===== src/verilog/dw_pkg.sv =====
// Downsizer package with bus field types, burst and response codes and the converted command
`default_nettype none

package dw_pkg;

  // Bus field types
  typedef logic [31:0] addr_t;
  typedef logic [7:0]  len_t;
  typedef logic [2:0]  size_t;

  typedef enum logic [1:0] {
    BURST_FIXED = 2'b00,
    BURST_INCR  = 2'b01,
    BURST_WRAP  = 2'b10
  } burst_e;

  typedef enum logic [1:0] {
    RESP_OKAY   = 2'b00,
    RESP_SLVERR = 2'b10
  } resp_e;

  // Command as seen by the serializer
  typedef struct packed {
    addr_t addr;       // narrow start address
    len_t  len;        // narrow beats minus one
    size_t size;       // narrow beat size
    len_t  orig_len;   // wide beats minus one
    size_t orig_size;  // size of the incoming burst
    logic  split;
    logic  err;
  } narrow_cmd_t;

endpackage

`default_nettype wire


===== src/verilog/dw_fifo.sv =====
// Show-ahead ring-buffer FIFO carrying commands or wide write beats
`timescale 1ns/10ps
`default_nettype none

module dw_fifo #(
  parameter int unsigned FifoDepth = 4,
  parameter type payload_t = logic
) (
  input  logic     clk_i,
  input  logic     rst_ni,
  input  logic     push_i,
  input  payload_t data_i,
  output logic     full_o,
  input  logic     pop_i,
  output payload_t data_o,
  output logic     empty_o
);

  localparam int unsigned PtrW = (FifoDepth > 1) ? $clog2(FifoDepth) : 1;
  localparam int unsigned CntW = $clog2(FifoDepth + 1);

  payload_t        mem_q [FifoDepth];
  logic [PtrW-1:0] wr_ptr_q;
  logic [PtrW-1:0] rd_ptr_q;
  logic [CntW-1:0] cnt_q;
  logic            do_push;
  logic            do_pop;

  assign full_o  = (cnt_q == CntW'(FifoDepth));
  assign empty_o = (cnt_q == '0);
  assign do_push = push_i & ~full_o;
  assign do_pop  = pop_i & ~empty_o;

  // Head entry is always on the output
  assign data_o = mem_q[rd_ptr_q];

  always_ff @(posedge clk_i) begin
    if (do_push) begin
      mem_q[wr_ptr_q] <= data_i;
    end
  end

  always_ff @(posedge clk_i or negedge rst_ni) begin
    if (!rst_ni) begin
      wr_ptr_q <= '0;
      rd_ptr_q <= '0;
      cnt_q    <= '0;
    end else begin
      if (do_push) begin
        wr_ptr_q <= (wr_ptr_q == PtrW'(FifoDepth - 1)) ? '0 : wr_ptr_q + PtrW'(1);
      end
      if (do_pop) begin
        rd_ptr_q <= (rd_ptr_q == PtrW'(FifoDepth - 1)) ? '0 : rd_ptr_q + PtrW'(1);
      end
      if (do_push && !do_pop) begin
        cnt_q <= cnt_q + CntW'(1);
      end else if (do_pop && !do_push) begin
        cnt_q <= cnt_q - CntW'(1);
      end
    end
  end

endmodule

`default_nettype wire


===== src/verilog/aw_converter.sv =====
// AW converter that classifies a wide write command and builds the narrow burst
`timescale 1ns/10ps
`default_nettype none

module aw_converter #(
  parameter int unsigned WideWidth   = 64,
  parameter int unsigned NarrowWidth = 32
) (
  input  logic                clk_i,
  input  logic                rst_ni,
  input  dw_pkg::addr_t       aw_addr_i,
  input  dw_pkg::len_t        aw_len_i,
  input  dw_pkg::size_t       aw_size_i,
  input  dw_pkg::burst_e      aw_burst_i,
  input  logic                aw_valid_i,
  output logic                aw_ready_o,
  input  logic                cmd_full_i,
  output dw_pkg::narrow_cmd_t cmd_o,
  output logic                cmd_push_o
);

  import dw_pkg::*;

  localparam int unsigned WideBytes  = WideWidth / 8;
  localparam int unsigned Ratio      = WideWidth / NarrowWidth;
  localparam size_t       WideSize   = size_t'($clog2(WideBytes));
  localparam size_t       NarrowSize = size_t'($clog2(NarrowWidth / 8));

  logic        ready_q;
  logic        wide_aligned;
  logic [15:0] split_beats;

  // AW is held off until the first cycle after reset
  always_ff @(posedge clk_i or negedge rst_ni) begin
    if (!rst_ni) begin
      ready_q <= 1'b0;
    end else begin
      ready_q <= 1'b1;
    end
  end

  assign aw_ready_o = ready_q & ~cmd_full_i;
  assign cmd_push_o = aw_valid_i & aw_ready_o;

  assign wide_aligned = ((aw_addr_i & addr_t'(WideBytes - 1)) == '0);
  // Narrow beat count of a split burst
  assign split_beats  = ({8'd0, aw_len_i} + 16'd1) * 16'(Ratio);

  always_comb begin
    cmd_o           = '0;
    cmd_o.addr      = aw_addr_i;
    cmd_o.len       = aw_len_i;
    cmd_o.size      = aw_size_i;
    cmd_o.orig_len  = aw_len_i;
    cmd_o.orig_size = aw_size_i;
    cmd_o.err       = 1'b1;
    case (aw_burst_i)
      BURST_INCR: begin
        if (aw_size_i <= NarrowSize) begin
          cmd_o.err = 1'b0;
        end else if (aw_size_i == WideSize && wide_aligned && split_beats <= 16'd256) begin
          cmd_o.len   = len_t'(split_beats - 16'd1);
          cmd_o.size  = NarrowSize;
          cmd_o.split = 1'b1;
          cmd_o.err   = 1'b0;
        end
      end
      // Only a single narrow beat survives these bursts
      BURST_FIXED, BURST_WRAP: begin
        if (aw_len_i == '0 && aw_size_i <= NarrowSize) begin
          cmd_o.err = 1'b0;
        end
      end
      default: begin
      end
    endcase
  end

endmodule

`default_nettype wire


===== src/verilog/w_serializer.sv =====
// W serializer that issues narrow AW and splits, steers or drains wide write beats
`timescale 1ns/10ps
`default_nettype none

module w_serializer #(
  parameter int unsigned WideWidth   = 64,
  parameter int unsigned NarrowWidth = 32
) (
  input  logic                     clk_i,
  input  logic                     rst_ni,
  input  dw_pkg::narrow_cmd_t      cmd_i,
  input  logic                     cmd_empty_i,
  output logic                     cmd_pop_o,
  input  logic [WideWidth-1:0]     w_data_i,
  input  logic [WideWidth/8-1:0]   w_strb_i,
  input  logic                     w_last_i,
  input  logic                     w_empty_i,
  output logic                     w_pop_o,
  output dw_pkg::addr_t            m_aw_addr_o,
  output dw_pkg::len_t             m_aw_len_o,
  output dw_pkg::size_t            m_aw_size_o,
  output logic                     m_aw_valid_o,
  input  logic                     m_aw_ready_i,
  output logic [NarrowWidth-1:0]   m_w_data_o,
  output logic [NarrowWidth/8-1:0] m_w_strb_o,
  output logic                     m_w_last_o,
  output logic                     m_w_valid_o,
  input  logic                     m_w_ready_i,
  output logic                     err_req_o,
  input  logic                     err_ack_i,
  output logic                     fwd_o
);

  import dw_pkg::*;

  localparam int unsigned NarrowBytes = NarrowWidth / 8;
  localparam int unsigned Ratio       = WideWidth / NarrowWidth;
  localparam int unsigned LaneW       = $clog2(Ratio);
  localparam int unsigned WideSize    = $clog2(WideWidth / 8);
  localparam int unsigned NarrowSize  = $clog2(NarrowBytes);

  typedef enum logic [1:0] {
    ST_IDLE,
    ST_ADDR,
    ST_DATA,
    ST_DRAIN
  } state_e;

  state_e           state_q;
  logic             err_req_q;
  addr_t            addr_q;
  len_t             wcnt_q;
  logic [LaneW-1:0] sel;
  logic             wide_done;
  logic             n_xfer;
  logic             drain_pop;
  size_t            step;
  addr_t            step_mask;

  // The command stays at the FIFO head until its burst is done
  assign m_aw_addr_o  = cmd_i.addr;
  assign m_aw_len_o   = cmd_i.len;
  assign m_aw_size_o  = cmd_i.size;
  assign m_aw_valid_o = (state_q == ST_ADDR);
  assign fwd_o        = m_aw_valid_o & m_aw_ready_i;

  // Narrow lane group picked by the running address
  assign sel        = addr_q[WideSize-1:NarrowSize];
  assign m_w_data_o = w_data_i[sel*NarrowWidth +: NarrowWidth];
  assign m_w_strb_o = w_strb_i[sel*NarrowBytes +: NarrowBytes];

  assign m_w_valid_o = (state_q == ST_DATA) & ~w_empty_i;
  assign n_xfer      = m_w_valid_o & m_w_ready_i;
  assign wide_done   = ~cmd_i.split | (sel == LaneW'(Ratio - 1));
  assign m_w_last_o  = wide_done & (wcnt_q == cmd_i.orig_len);

  assign drain_pop = (state_q == ST_DRAIN) & ~w_empty_i;
  assign w_pop_o   = (n_xfer & wide_done) | drain_pop;
  assign cmd_pop_o = (n_xfer & m_w_last_o) | (drain_pop & w_last_i);
  assign err_req_o = err_req_q;

  // Address step of one narrow beat
  assign step      = cmd_i.size;
  assign step_mask = (addr_t'(1) << step) - addr_t'(1);

  always_ff @(posedge clk_i or negedge rst_ni) begin
    if (!rst_ni) begin
      state_q   <= ST_IDLE;
      err_req_q <= 1'b0;
    end else begin
      if (err_ack_i) begin
        err_req_q <= 1'b0;
      end
      case (state_q)
        // Wait for a pending local error to be answered first
        ST_IDLE: begin
          if (!cmd_empty_i && !err_req_q) begin
            state_q <= cmd_i.err ? ST_DRAIN : ST_ADDR;
          end
        end
        ST_ADDR: begin
          if (m_aw_ready_i) begin
            state_q <= ST_DATA;
          end
        end
        ST_DATA: begin
          if (n_xfer && m_w_last_o) begin
            state_q <= ST_IDLE;
          end
        end
        ST_DRAIN: begin
          if (drain_pop && w_last_i) begin
            err_req_q <= 1'b1;
            state_q   <= ST_IDLE;
          end
        end
        default: state_q <= ST_IDLE;
      endcase
    end
  end

  // Beat position within the burst
  always_ff @(posedge clk_i) begin
    if (state_q == ST_IDLE) begin
      addr_q <= cmd_i.addr;
      wcnt_q <= '0;
    end else if (n_xfer) begin
      addr_q <= (addr_q & ~step_mask) + (step_mask + addr_t'(1));
      if (wide_done) begin
        wcnt_q <= wcnt_q + len_t'(1);
      end
    end
  end

endmodule

`default_nettype wire


===== src/verilog/b_responder.sv =====
// B responder that forwards narrow-side responses and inserts local SLVERR in order
`timescale 1ns/10ps
`default_nettype none

module b_responder (
  input  logic          clk_i,
  input  logic          rst_ni,
  input  logic          fwd_i,
  input  dw_pkg::resp_e m_b_resp_i,
  input  logic          m_b_valid_i,
  output logic          m_b_ready_o,
  output dw_pkg::resp_e b_resp_o,
  output logic          b_valid_o,
  input  logic          b_ready_i,
  input  logic          err_req_i,
  output logic          err_ack_o
);

  import dw_pkg::*;

  // Forwarded bursts still waiting for their B
  logic [7:0] cnt_q;
  logic       local_sel;
  logic       b_done;

  // Local error goes out only once all earlier bursts are answered
  assign local_sel = err_req_i & (cnt_q == '0);

  assign b_valid_o   = local_sel | m_b_valid_i;
  assign b_resp_o    = local_sel ? RESP_SLVERR : m_b_resp_i;
  assign m_b_ready_o = b_ready_i & ~local_sel;
  assign err_ack_o   = local_sel & b_ready_i;
  assign b_done      = m_b_valid_i & m_b_ready_o;

  always_ff @(posedge clk_i or negedge rst_ni) begin
    if (!rst_ni) begin
      cnt_q <= '0;
    end else begin
      case ({fwd_i, b_done})
        2'b10:   cnt_q <= cnt_q + 8'd1;
        2'b01:   cnt_q <= cnt_q - 8'd1;
        default: cnt_q <= cnt_q;
      endcase
    end
  end

endmodule

`default_nettype wire


===== src/verilog/dw_write_top.sv =====
// Write-path data-width downsizer top with converter, FIFOs, serializer and responder
`timescale 1ns/10ps
`default_nettype none

module dw_write_top #(
  parameter int unsigned WideWidth   = 64,
  parameter int unsigned NarrowWidth = 32,
  parameter int unsigned FifoDepth   = 4
) (
  input  logic                     clk_i,
  input  logic                     rst_ni,
  // Wide side
  input  dw_pkg::addr_t            aw_addr_i,
  input  dw_pkg::len_t             aw_len_i,
  input  dw_pkg::size_t            aw_size_i,
  input  dw_pkg::burst_e           aw_burst_i,
  input  logic                     aw_valid_i,
  output logic                     aw_ready_o,
  input  logic [WideWidth-1:0]     w_data_i,
  input  logic [WideWidth/8-1:0]   w_strb_i,
  input  logic                     w_last_i,
  input  logic                     w_valid_i,
  output logic                     w_ready_o,
  output dw_pkg::resp_e            b_resp_o,
  output logic                     b_valid_o,
  input  logic                     b_ready_i,
  // Narrow side
  output dw_pkg::addr_t            m_aw_addr_o,
  output dw_pkg::len_t             m_aw_len_o,
  output dw_pkg::size_t            m_aw_size_o,
  output logic                     m_aw_valid_o,
  input  logic                     m_aw_ready_i,
  output logic [NarrowWidth-1:0]   m_w_data_o,
  output logic [NarrowWidth/8-1:0] m_w_strb_o,
  output logic                     m_w_last_o,
  output logic                     m_w_valid_o,
  input  logic                     m_w_ready_i,
  input  dw_pkg::resp_e            m_b_resp_i,
  input  logic                     m_b_valid_i,
  output logic                     m_b_ready_o
);

  import dw_pkg::*;

  typedef struct packed {
    logic [WideWidth-1:0]   data;
    logic [WideWidth/8-1:0] strb;
    logic                   last;
  } beat_t;

  narrow_cmd_t cmd_in;
  narrow_cmd_t cmd_head;
  logic        cmd_push;
  logic        cmd_full;
  logic        cmd_pop;
  logic        cmd_empty;
  beat_t       w_in;
  beat_t       w_head;
  logic        w_full;
  logic        w_pop;
  logic        w_empty;
  logic        err_req;
  logic        err_ack;
  logic        fwd;

  aw_converter #(
    .WideWidth  (WideWidth),
    .NarrowWidth(NarrowWidth)
  ) u_aw_converter (
    .clk_i     (clk_i),
    .rst_ni    (rst_ni),
    .aw_addr_i (aw_addr_i),
    .aw_len_i  (aw_len_i),
    .aw_size_i (aw_size_i),
    .aw_burst_i(aw_burst_i),
    .aw_valid_i(aw_valid_i),
    .aw_ready_o(aw_ready_o),
    .cmd_full_i(cmd_full),
    .cmd_o     (cmd_in),
    .cmd_push_o(cmd_push)
  );

  dw_fifo #(
    .FifoDepth(FifoDepth),
    .payload_t(narrow_cmd_t)
  ) u_cmd_fifo (
    .clk_i  (clk_i),
    .rst_ni (rst_ni),
    .push_i (cmd_push),
    .data_i (cmd_in),
    .full_o (cmd_full),
    .pop_i  (cmd_pop),
    .data_o (cmd_head),
    .empty_o(cmd_empty)
  );

  // Upstream W goes straight into the beat FIFO
  assign w_in.data = w_data_i;
  assign w_in.strb = w_strb_i;
  assign w_in.last = w_last_i;
  assign w_ready_o = ~w_full;

  dw_fifo #(
    .FifoDepth(FifoDepth),
    .payload_t(beat_t)
  ) u_w_fifo (
    .clk_i  (clk_i),
    .rst_ni (rst_ni),
    .push_i (w_valid_i & w_ready_o),
    .data_i (w_in),
    .full_o (w_full),
    .pop_i  (w_pop),
    .data_o (w_head),
    .empty_o(w_empty)
  );

  w_serializer #(
    .WideWidth  (WideWidth),
    .NarrowWidth(NarrowWidth)
  ) u_w_serializer (
    .clk_i       (clk_i),
    .rst_ni      (rst_ni),
    .cmd_i       (cmd_head),
    .cmd_empty_i (cmd_empty),
    .cmd_pop_o   (cmd_pop),
    .w_data_i    (w_head.data),
    .w_strb_i    (w_head.strb),
    .w_last_i    (w_head.last),
    .w_empty_i   (w_empty),
    .w_pop_o     (w_pop),
    .m_aw_addr_o (m_aw_addr_o),
    .m_aw_len_o  (m_aw_len_o),
    .m_aw_size_o (m_aw_size_o),
    .m_aw_valid_o(m_aw_valid_o),
    .m_aw_ready_i(m_aw_ready_i),
    .m_w_data_o  (m_w_data_o),
    .m_w_strb_o  (m_w_strb_o),
    .m_w_last_o  (m_w_last_o),
    .m_w_valid_o (m_w_valid_o),
    .m_w_ready_i (m_w_ready_i),
    .err_req_o   (err_req),
    .err_ack_i   (err_ack),
    .fwd_o       (fwd)
  );

  b_responder u_b_responder (
    .clk_i      (clk_i),
    .rst_ni     (rst_ni),
    .fwd_i      (fwd),
    .m_b_resp_i (m_b_resp_i),
    .m_b_valid_i(m_b_valid_i),
    .m_b_ready_o(m_b_ready_o),
    .b_resp_o   (b_resp_o),
    .b_valid_o  (b_valid_o),
    .b_ready_i  (b_ready_i),
    .err_req_i  (err_req),
    .err_ack_o  (err_ack)
  );

endmodule

`default_nettype wire


===== config.mk =====
export PLATFORM = sky130hd
export DESIGN_NAME = dw_write_top
export DESIGN_NICKNAME = d
export VERILOG_FILES = /design/src/verilog/dw_pkg.sv /design/src/verilog/dw_fifo.sv /design/src/verilog/aw_converter.sv /design/src/verilog/w_serializer.sv /design/src/verilog/b_responder.sv /design/src/verilog/dw_write_top.sv
export SDC_FILE = /design/constraint.sdc
export NUM_CORES = 1
export LEC_CHECK = 0
export ABC_CLOCK_PERIOD_IN_PS = 3100
export BUFFER_PORTS_ARGS = -buffer_cell sky130_fd_sc_hd__buf_2
export CORE_ASPECT_RATIO = 1.5
export CORE_UTILIZATION = 45
export DETAILED_ROUTE_END_ITERATION = 16
export PLACE_DENSITY = 0.72
export REMOVE_ABC_BUFFERS = 1
export SLEW_MARGIN = 20
export SYNTH_ARGS = -nofsm -noshare
export SYNTH_HDL_FRONTEND = slang
export SYNTH_SLANG_ARGS = --single-unit

===== constraint.sdc =====
create_clock -name clk_i -period 3.1 [get_ports clk_i]
set_input_delay 0.62 -clock clk_i [delete_from_list [all_inputs] [get_ports clk_i]]
set_output_delay 0.62 -clock clk_i [all_outputs]
set_load 0.01 [all_outputs]

==> metrics.txt, run 1 <==
status=complete, no violations; crit path DAT=2.34 ns; CTS max path bufs=3; Max Freq=338 MHz; slowest CP cell=mux4_2; Yosys cell types=61; Die Span Y=269 um; Setup CP Type=flip-flop to output port; # setup viols final=0; clock latency on the worst-skew pair=0.56 ns; DIE AREA=48500 um^2; Setup crit start kind=flip-flop; Pre-antenna DRT Iters=4; first-pass GRT wire length=64000 um; Worst-Margin Slew=0.753 ns; CTS HTree Levels=2; fraction of layout cells with a size suffix above 1=38.3%; width of the die=180 um; Final Util=53.4%; Slew Limit Fails=0; DP HPWL=25500 um; cell row count=97; PwrDens=899 nW/um^2; residual DRC count=0; Mean Syn Cell Area=20.9 um^2; DP Worst Slack=0.0830 ns; worst vdd ir=631 uV; sequential share of the synthesized area=74.8%; Starting Density=45.8%; Mapped Cells=1027; synth-to-layout area growth=16.6%; gr usage total=17.1%; synth warn=0; Sinks on Clock Net=541; CP max FO=26; via count=10400; crit-path leading delay family=multiplexers; via-per-instance ratio=5.43; post-route ant nets=0; GPL Wtd Cong=0.769; fillcell total=3643; IO Port Bufs=215; Tmin final=2.96 ns; Final WS setup=0.138 ns; clk_skew=0.0254 ns; number of global-route vias before repair=11600; initial antenna violation count=4; #FFs+latches synth=541; max-cap violation count=0; Post-synth EDFFs=507; Initial DRC Count=554; Max-slew headroom=49.3%; Post-CTS Hold Buffers=0; Pleak=8.61 nW; I/O Pins=216; largest net degree at the start of global routing=75; Clock transition at path regs=0.07 ns; CTS Buf Count=49; worst hold slack=0.0819 ns; crit end category=output port; Synth async-reset ratio=4.81%; Worst Hold Class=primary input to async pin; Final Hold Fails=0; critical-path cell list=buf_16, mux4_2, mux2_2, buf_2; post-route clock period utilization=95.5%; global route overflow=0; CTS root buf=clkbuf_16; Netlist Area Pre-Place=21400 um^2; Nets=1443; commonest non-fill, non-tap cells in the layout=507 x edfxtp_1, 215 x buf_2, 119 x mux4_2; WL final=41300 um; Core ar.=46800 um^2; Wirelength per Cell=21.5 um; commonest non-fill, non-tap cell in the layout=edfxtp_1; CTS tree=yes; Setup TNS Final=0 ns; Synth Flop Type=edfxtp_1; Worst path max stage delay=0.55 ns; Worst Path Required=2.48 ns; Buf/Inv on CP=2
-- worst register-to-register path, delay by kind of cell, from the launching register on --
family / cells / cell delay, ns
muxes: 2 / 0.66
adders and majority gates: 2 / 0.58
DFF: 1 / 0.50
buffers and inverters: 2 / 0.48
and+or+nand+nor: 2 / 0.47
-- through the flow --
step / instances / cell area (um^2) / total power, mW
2_1_floorplan: 983 / 21200 / 14.7
3_3_place_gp: 1826 / 23500 / 16.9
3_5_place_dp: 1826 / 23500 / 17.1
4_1_cts: 1913 / 25000 / 22.8
5_1_grt: 1916 / 25000 / 23.6
6_report: 1917 / 25000 / 22.5
-- worst paths after layout --
kind | start | end | slack (ns) | depth (start not counted)
max | u_w_fifo.rd_ptr_q[0] | m_w_data_o[24] | 0.14 | 4
min | rst_ni | u_b_responder.cnt_q[4] | 0.08 | 1
max reg2reg | u_cmd_fifo.rd_ptr_q[1] | u_w_serializer.addr_q[1] | 0.16 | 8
min reg2reg | u_cmd_fifo.cnt_q[2] | u_cmd_fifo.cnt_q[2] | 0.50 | 1
max in group asynchronous | rst_ni | u_w_fifo.rd_ptr_q[0] | 2.54 | 1
min in group clk_i | aw_addr_i[12] | u_cmd_fifo.mem_q[2][36] | 0.27 | 1
-- final cells by class --
class	count	area, um^2	share of cell area (%)
multi-input combinational	424	5150	20.6
clock buffer	56	1270	5.10
sequential	541	16000	64.2
clock inverter	30	191	0.766
tap	594	743	2.97
timing repair buffer	253	1530	6.11
inverter	18	67.6	0.270
antenna	1	2.50	0.0100
-- synthesized netlist by cell type, types with 7 or more instances --
cell type    n  area [um^2]
edfxtp_1   507        15200
mux4_2     117         2640
mux2_2      42          473
nand2_1     29          109
dfrtp_1     26          651
nor2_1      26         97.6
ha_1        25          313
clkbuf_1    21         78.8
xnor2_1     21          184
inv_1       18         67.6
mux2i_1     17          170
o21ai_0     15         75.1
xor2_1      15          131
and3_1      13         81.3
buf_2       13         65.1
nand2b_1    11         68.8
dfxtp_1      8          160
a21oi_1      7         35.0
nor3_1       7         35.0
-- registers in the layout (all words and copies together) (netlist names) --
register and cells:
u_w_fifo.cnt_q 3, u_b_responder.cnt_q 8, u_cmd_fifo.cnt_q 3, u_w_fifo.wr_ptr_q 2, u_w_fifo.rd_ptr_q 2, u_cmd_fifo.mem_q 212
u_w_serializer.addr_q 3, u_cmd_fifo.wr_ptr_q 2, u_w_serializer.wcnt_q 8, u_cmd_fifo.rd_ptr_q 2, u_w_serializer.state_q 2, u_w_fifo.mem_q 292
u_w_serializer.err_req_o 1, u_aw_converter.ready_q 1
-- where the power goes --
part	internal, mW	leakage, nW	switching [mW]	total, mW
registers	9.33	5.00	0.460	9.79
clock network	3.03	0.712	2.52	5.55
logic	3.47	2.91	3.67	7.14
total	15.8	8.61	6.65	22.5
-- routing by layer --
layer,share of wire (%),GRT usage (%),vias up
met5,0.13,0,-
met3,6.9,4.81,71
met1,38,19.1,5342
met4,2.2,5.31,8
li1,-,-,4695
met2,53,31.4,299
-- logic make-up (layout without fill, tap and decap cells) --
kind of cell,count (synthesis),after routing,synth area share (%)
AO/OA/AOI/OAI,49,49,1.53
XOR/XNOR,36,36,1.47
adder cells (fa/ha/maj),28,28,1.74
buffers and inverters,62,357,1.32
flip-flops,541,541,74.8
multiplexers,186,186,16.1
other,1,2,0.0175
AND/OR/NAND/NOR,124,124,3.07
-- repair_timing --
item                                    in CTS  in global routing
resized for setup                            4                  5
buffers inserted                             0                  3
hold endpoints to repair                     0                  0
pin swaps                                    0                  1
gates cloned                                 1                  0
endpoints found under the setup margin      33                  7
(Power assumes the default switching activity.)
==> inputs of run 2 (changes only) <==
Settings changed: CELL_PAD_IN_SITES_DETAIL_PLACEMENT set to 0, CELL_PAD_IN_SITES_GLOBAL_PLACEMENT set to 1, PLACE_DENSITY 0.72 to 0.79.
==> run 2 against run 1 <==
Net effect:
- global-route usage is 0.094 points lower
- via count about the same
- die area stayed put
- highest routed layer unchanged
- first-iteration DRC count increased by 8.8%
==> metrics.txt, run 2 (same netlist as run 1, synthesis figures left out) <==
status=complete, no violations; register with the most flip-flops=u_w_fifo.mem_q; CTS root buf=clkbuf_16; Initial DRC Count=603 (+8.8%); fraction of layout cells with a size suffix above 1=39.0% (+0.69 points); CTS tree=yes; post-route clock period utilization=97.0% (+1.4 points); crit path DAT=2.39 ns (+0.05 ns); Worst-Margin Slew=0.717 ns (-0.0361 ns); WL final=41100 um (-0.60%); Die Span Y=269 um (unchanged); Max Freq=333 MHz (-1.5%); width of the die=180 um (unchanged); via-per-instance ratio=5.38 (-1.0%); CTS HTree Levels=2 (unchanged); I/O Pins=216 (unchanged); Pleak=8.77 nW (+1.8%); Wirelength per Cell=21.2 um (-1.5%); Worst Path Required=2.48 ns (about the same); max FFs per register=292 (unchanged); CTS max path bufs=3 (unchanged); crit end category=output port; Setup CP Type=flip-flop to output port; biggest regs=u_w_fifo.mem_q (292), u_cmd_fifo.mem_q (212); commonest non-fill, non-tap cells in the layout=507 x edfxtp_1, 214 x buf_2, 118 x mux4_2; Starting Density=45.8% (unchanged); CP max FO=15 (-42%); Setup TNS Final=0 ns (unchanged); total chip power=23.1 mW (+2.7%); DP HPWL=25900 um (+1.7%); # setup viols final=0 (unchanged); first-pass GRT wire length=63200 um (-1.3%); CTS Buf Count=49 (unchanged); PwrDens=911 nW/um^2 (+1.3%); initial antenna violation count=4 (unchanged); GPL Wtd Cong=0.735 (-4.3%); gr usage total=17.0% (-0.094 points); via count=10400 (-0.096%); Slew Limit Fails=0 (unchanged); clock latency on the worst-skew pair=0.57 ns (about the same); worst vdd ir=590 uV (-6.5%); residual DRC count=0 (unchanged); Final Util=54.1% (+0.73 points); Clock transition at path regs=0.07 ns (about the same); global route overflow=0 (unchanged); Final Hold Fails=0 (unchanged); RSZ-0062 raised after global routing=false; largest net degree at the start of global routing=75 (unchanged); IO Port Bufs=215 (unchanged); clk_skew=0.0244 ns (-0.00101 ns); Core ar.=46800 um^2 (unchanged); post-route ant nets=0 (unchanged); max-cap violation count=0 (unchanged); Max-slew headroom=52.2% (+2.9 points); Worst Hold Class=primary input to async pin; DIE AREA=48500 um^2 (unchanged); Post-CTS Hold Buffers=0 (unchanged); commonest non-fill, non-tap cell in the layout=edfxtp_1; cell row count=97 (unchanged); Tmin final=3.01 ns (+0.0443 ns); Nets=1454 (+0.76%); Setup crit start kind=flip-flop; number of global-route vias before repair=11300 (-2.4%); Sinks on Clock Net=541 (unchanged); Pre-antenna DRT Iters=4 (unchanged); synth-to-layout area growth=18.2%
==> run 2: changes by cell type in the layout (fill, tap and decap cells not counted), sizes merged, moves of 3 or more <==
cell and delta:
clkinv -5, clkbuf +5, buf +9, diode +3
bufinv +3, inv +3
==> run 2: area by class of cell <==
| cell class | instances | area [um^2] |
|---|---|---|
| antenna | 4 | 10.0 |
| clock buffer | 60 | 1290 |
| clock inverter | 30 | 298 |
| fill | 3667 | 21500 |
| inverter | 18 | 67.6 |
| multi-input combinational | 424 | 5200 |
| sequential | 541 | 16000 |
| tap | 594 | 743 |
| timing repair buffer | 264 | 1690 |
==> run 2: stage by stage <==
stage	instances	hold slack, ns	instance area [um^2]	setup WS, ns
finish	1935	0.0559	25300	0.0938
global route	1931	0.0977	25300	0.00424
CTS	1925	0.0522	25200	0.00585
detailed placement	1832	0.487	23500	0.0845
global placement	1832	0.489	23500	0.154
floorplan	983	0.324	21200	-1.99
==> run 2: where the power goes <==
part / switching [mW] / internal (mW) / total, mW
Combinational: 3.74 / 3.67 / 7.40
Clock: 2.58 / 3.33 / 5.90
Sequential: 0.434 / 9.33 / 9.77
Total: 6.75 / 16.3 / 23.1
==> run 2: final timing paths <==
kind	from	end	slack (ns)	cells after the start
worst min-delay path	rst_ni	u_b_responder.cnt_q[5]	0.06	1
min in group clk_i	w_data_i[45]	u_w_fifo.mem_q[1][54]	0.26	1
max in group asynchronous	rst_ni	u_w_fifo.rd_ptr_q[0]	2.57	1
worst max register to register	u_cmd_fifo.rd_ptr_q[1]	u_cmd_fifo.cnt_q[1]	0.15	11
worst min register to register	u_cmd_fifo.cnt_q[2]	u_cmd_fifo.cnt_q[2]	0.51	1
worst max-delay path	u_w_fifo.rd_ptr_q[0]	m_w_data_o[9]	0.09	5
==> run 2: routing by layer <==
metal / up-vias / share of wire (%) / wire length (um) / global-route usage (%)
met5: - / 0.10 / 43 / 0
met1: 5321 / 37 / 15300 / 19.1
met3: 67 / 6.9 / 2840 / 4.74
met4: 6 / 2.0 / 803 / 4.72
li1: 4732 / - / - / -
met2: 279 / 54 / 22100 / 31.4
==> run 2: repair_timing <==
action | in CTS | in global routing
buffers inserted | 2 | 5
hold endpoints to repair | 0 | 0
gates cloned | 1 | 1
endpoints found under the setup margin | 26 | 17
pin swaps | 0 | 2
resized for setup | 5 | 14
==> run 2: critical path, cell delays in order, from the launching register on <==
cell and delay [ns]:
dfrtp_4 0.46, buf_12 0.12, bufbuf_16 0.31, mux4_2 0.52
mux2_2 0.27, buf_2 0.15
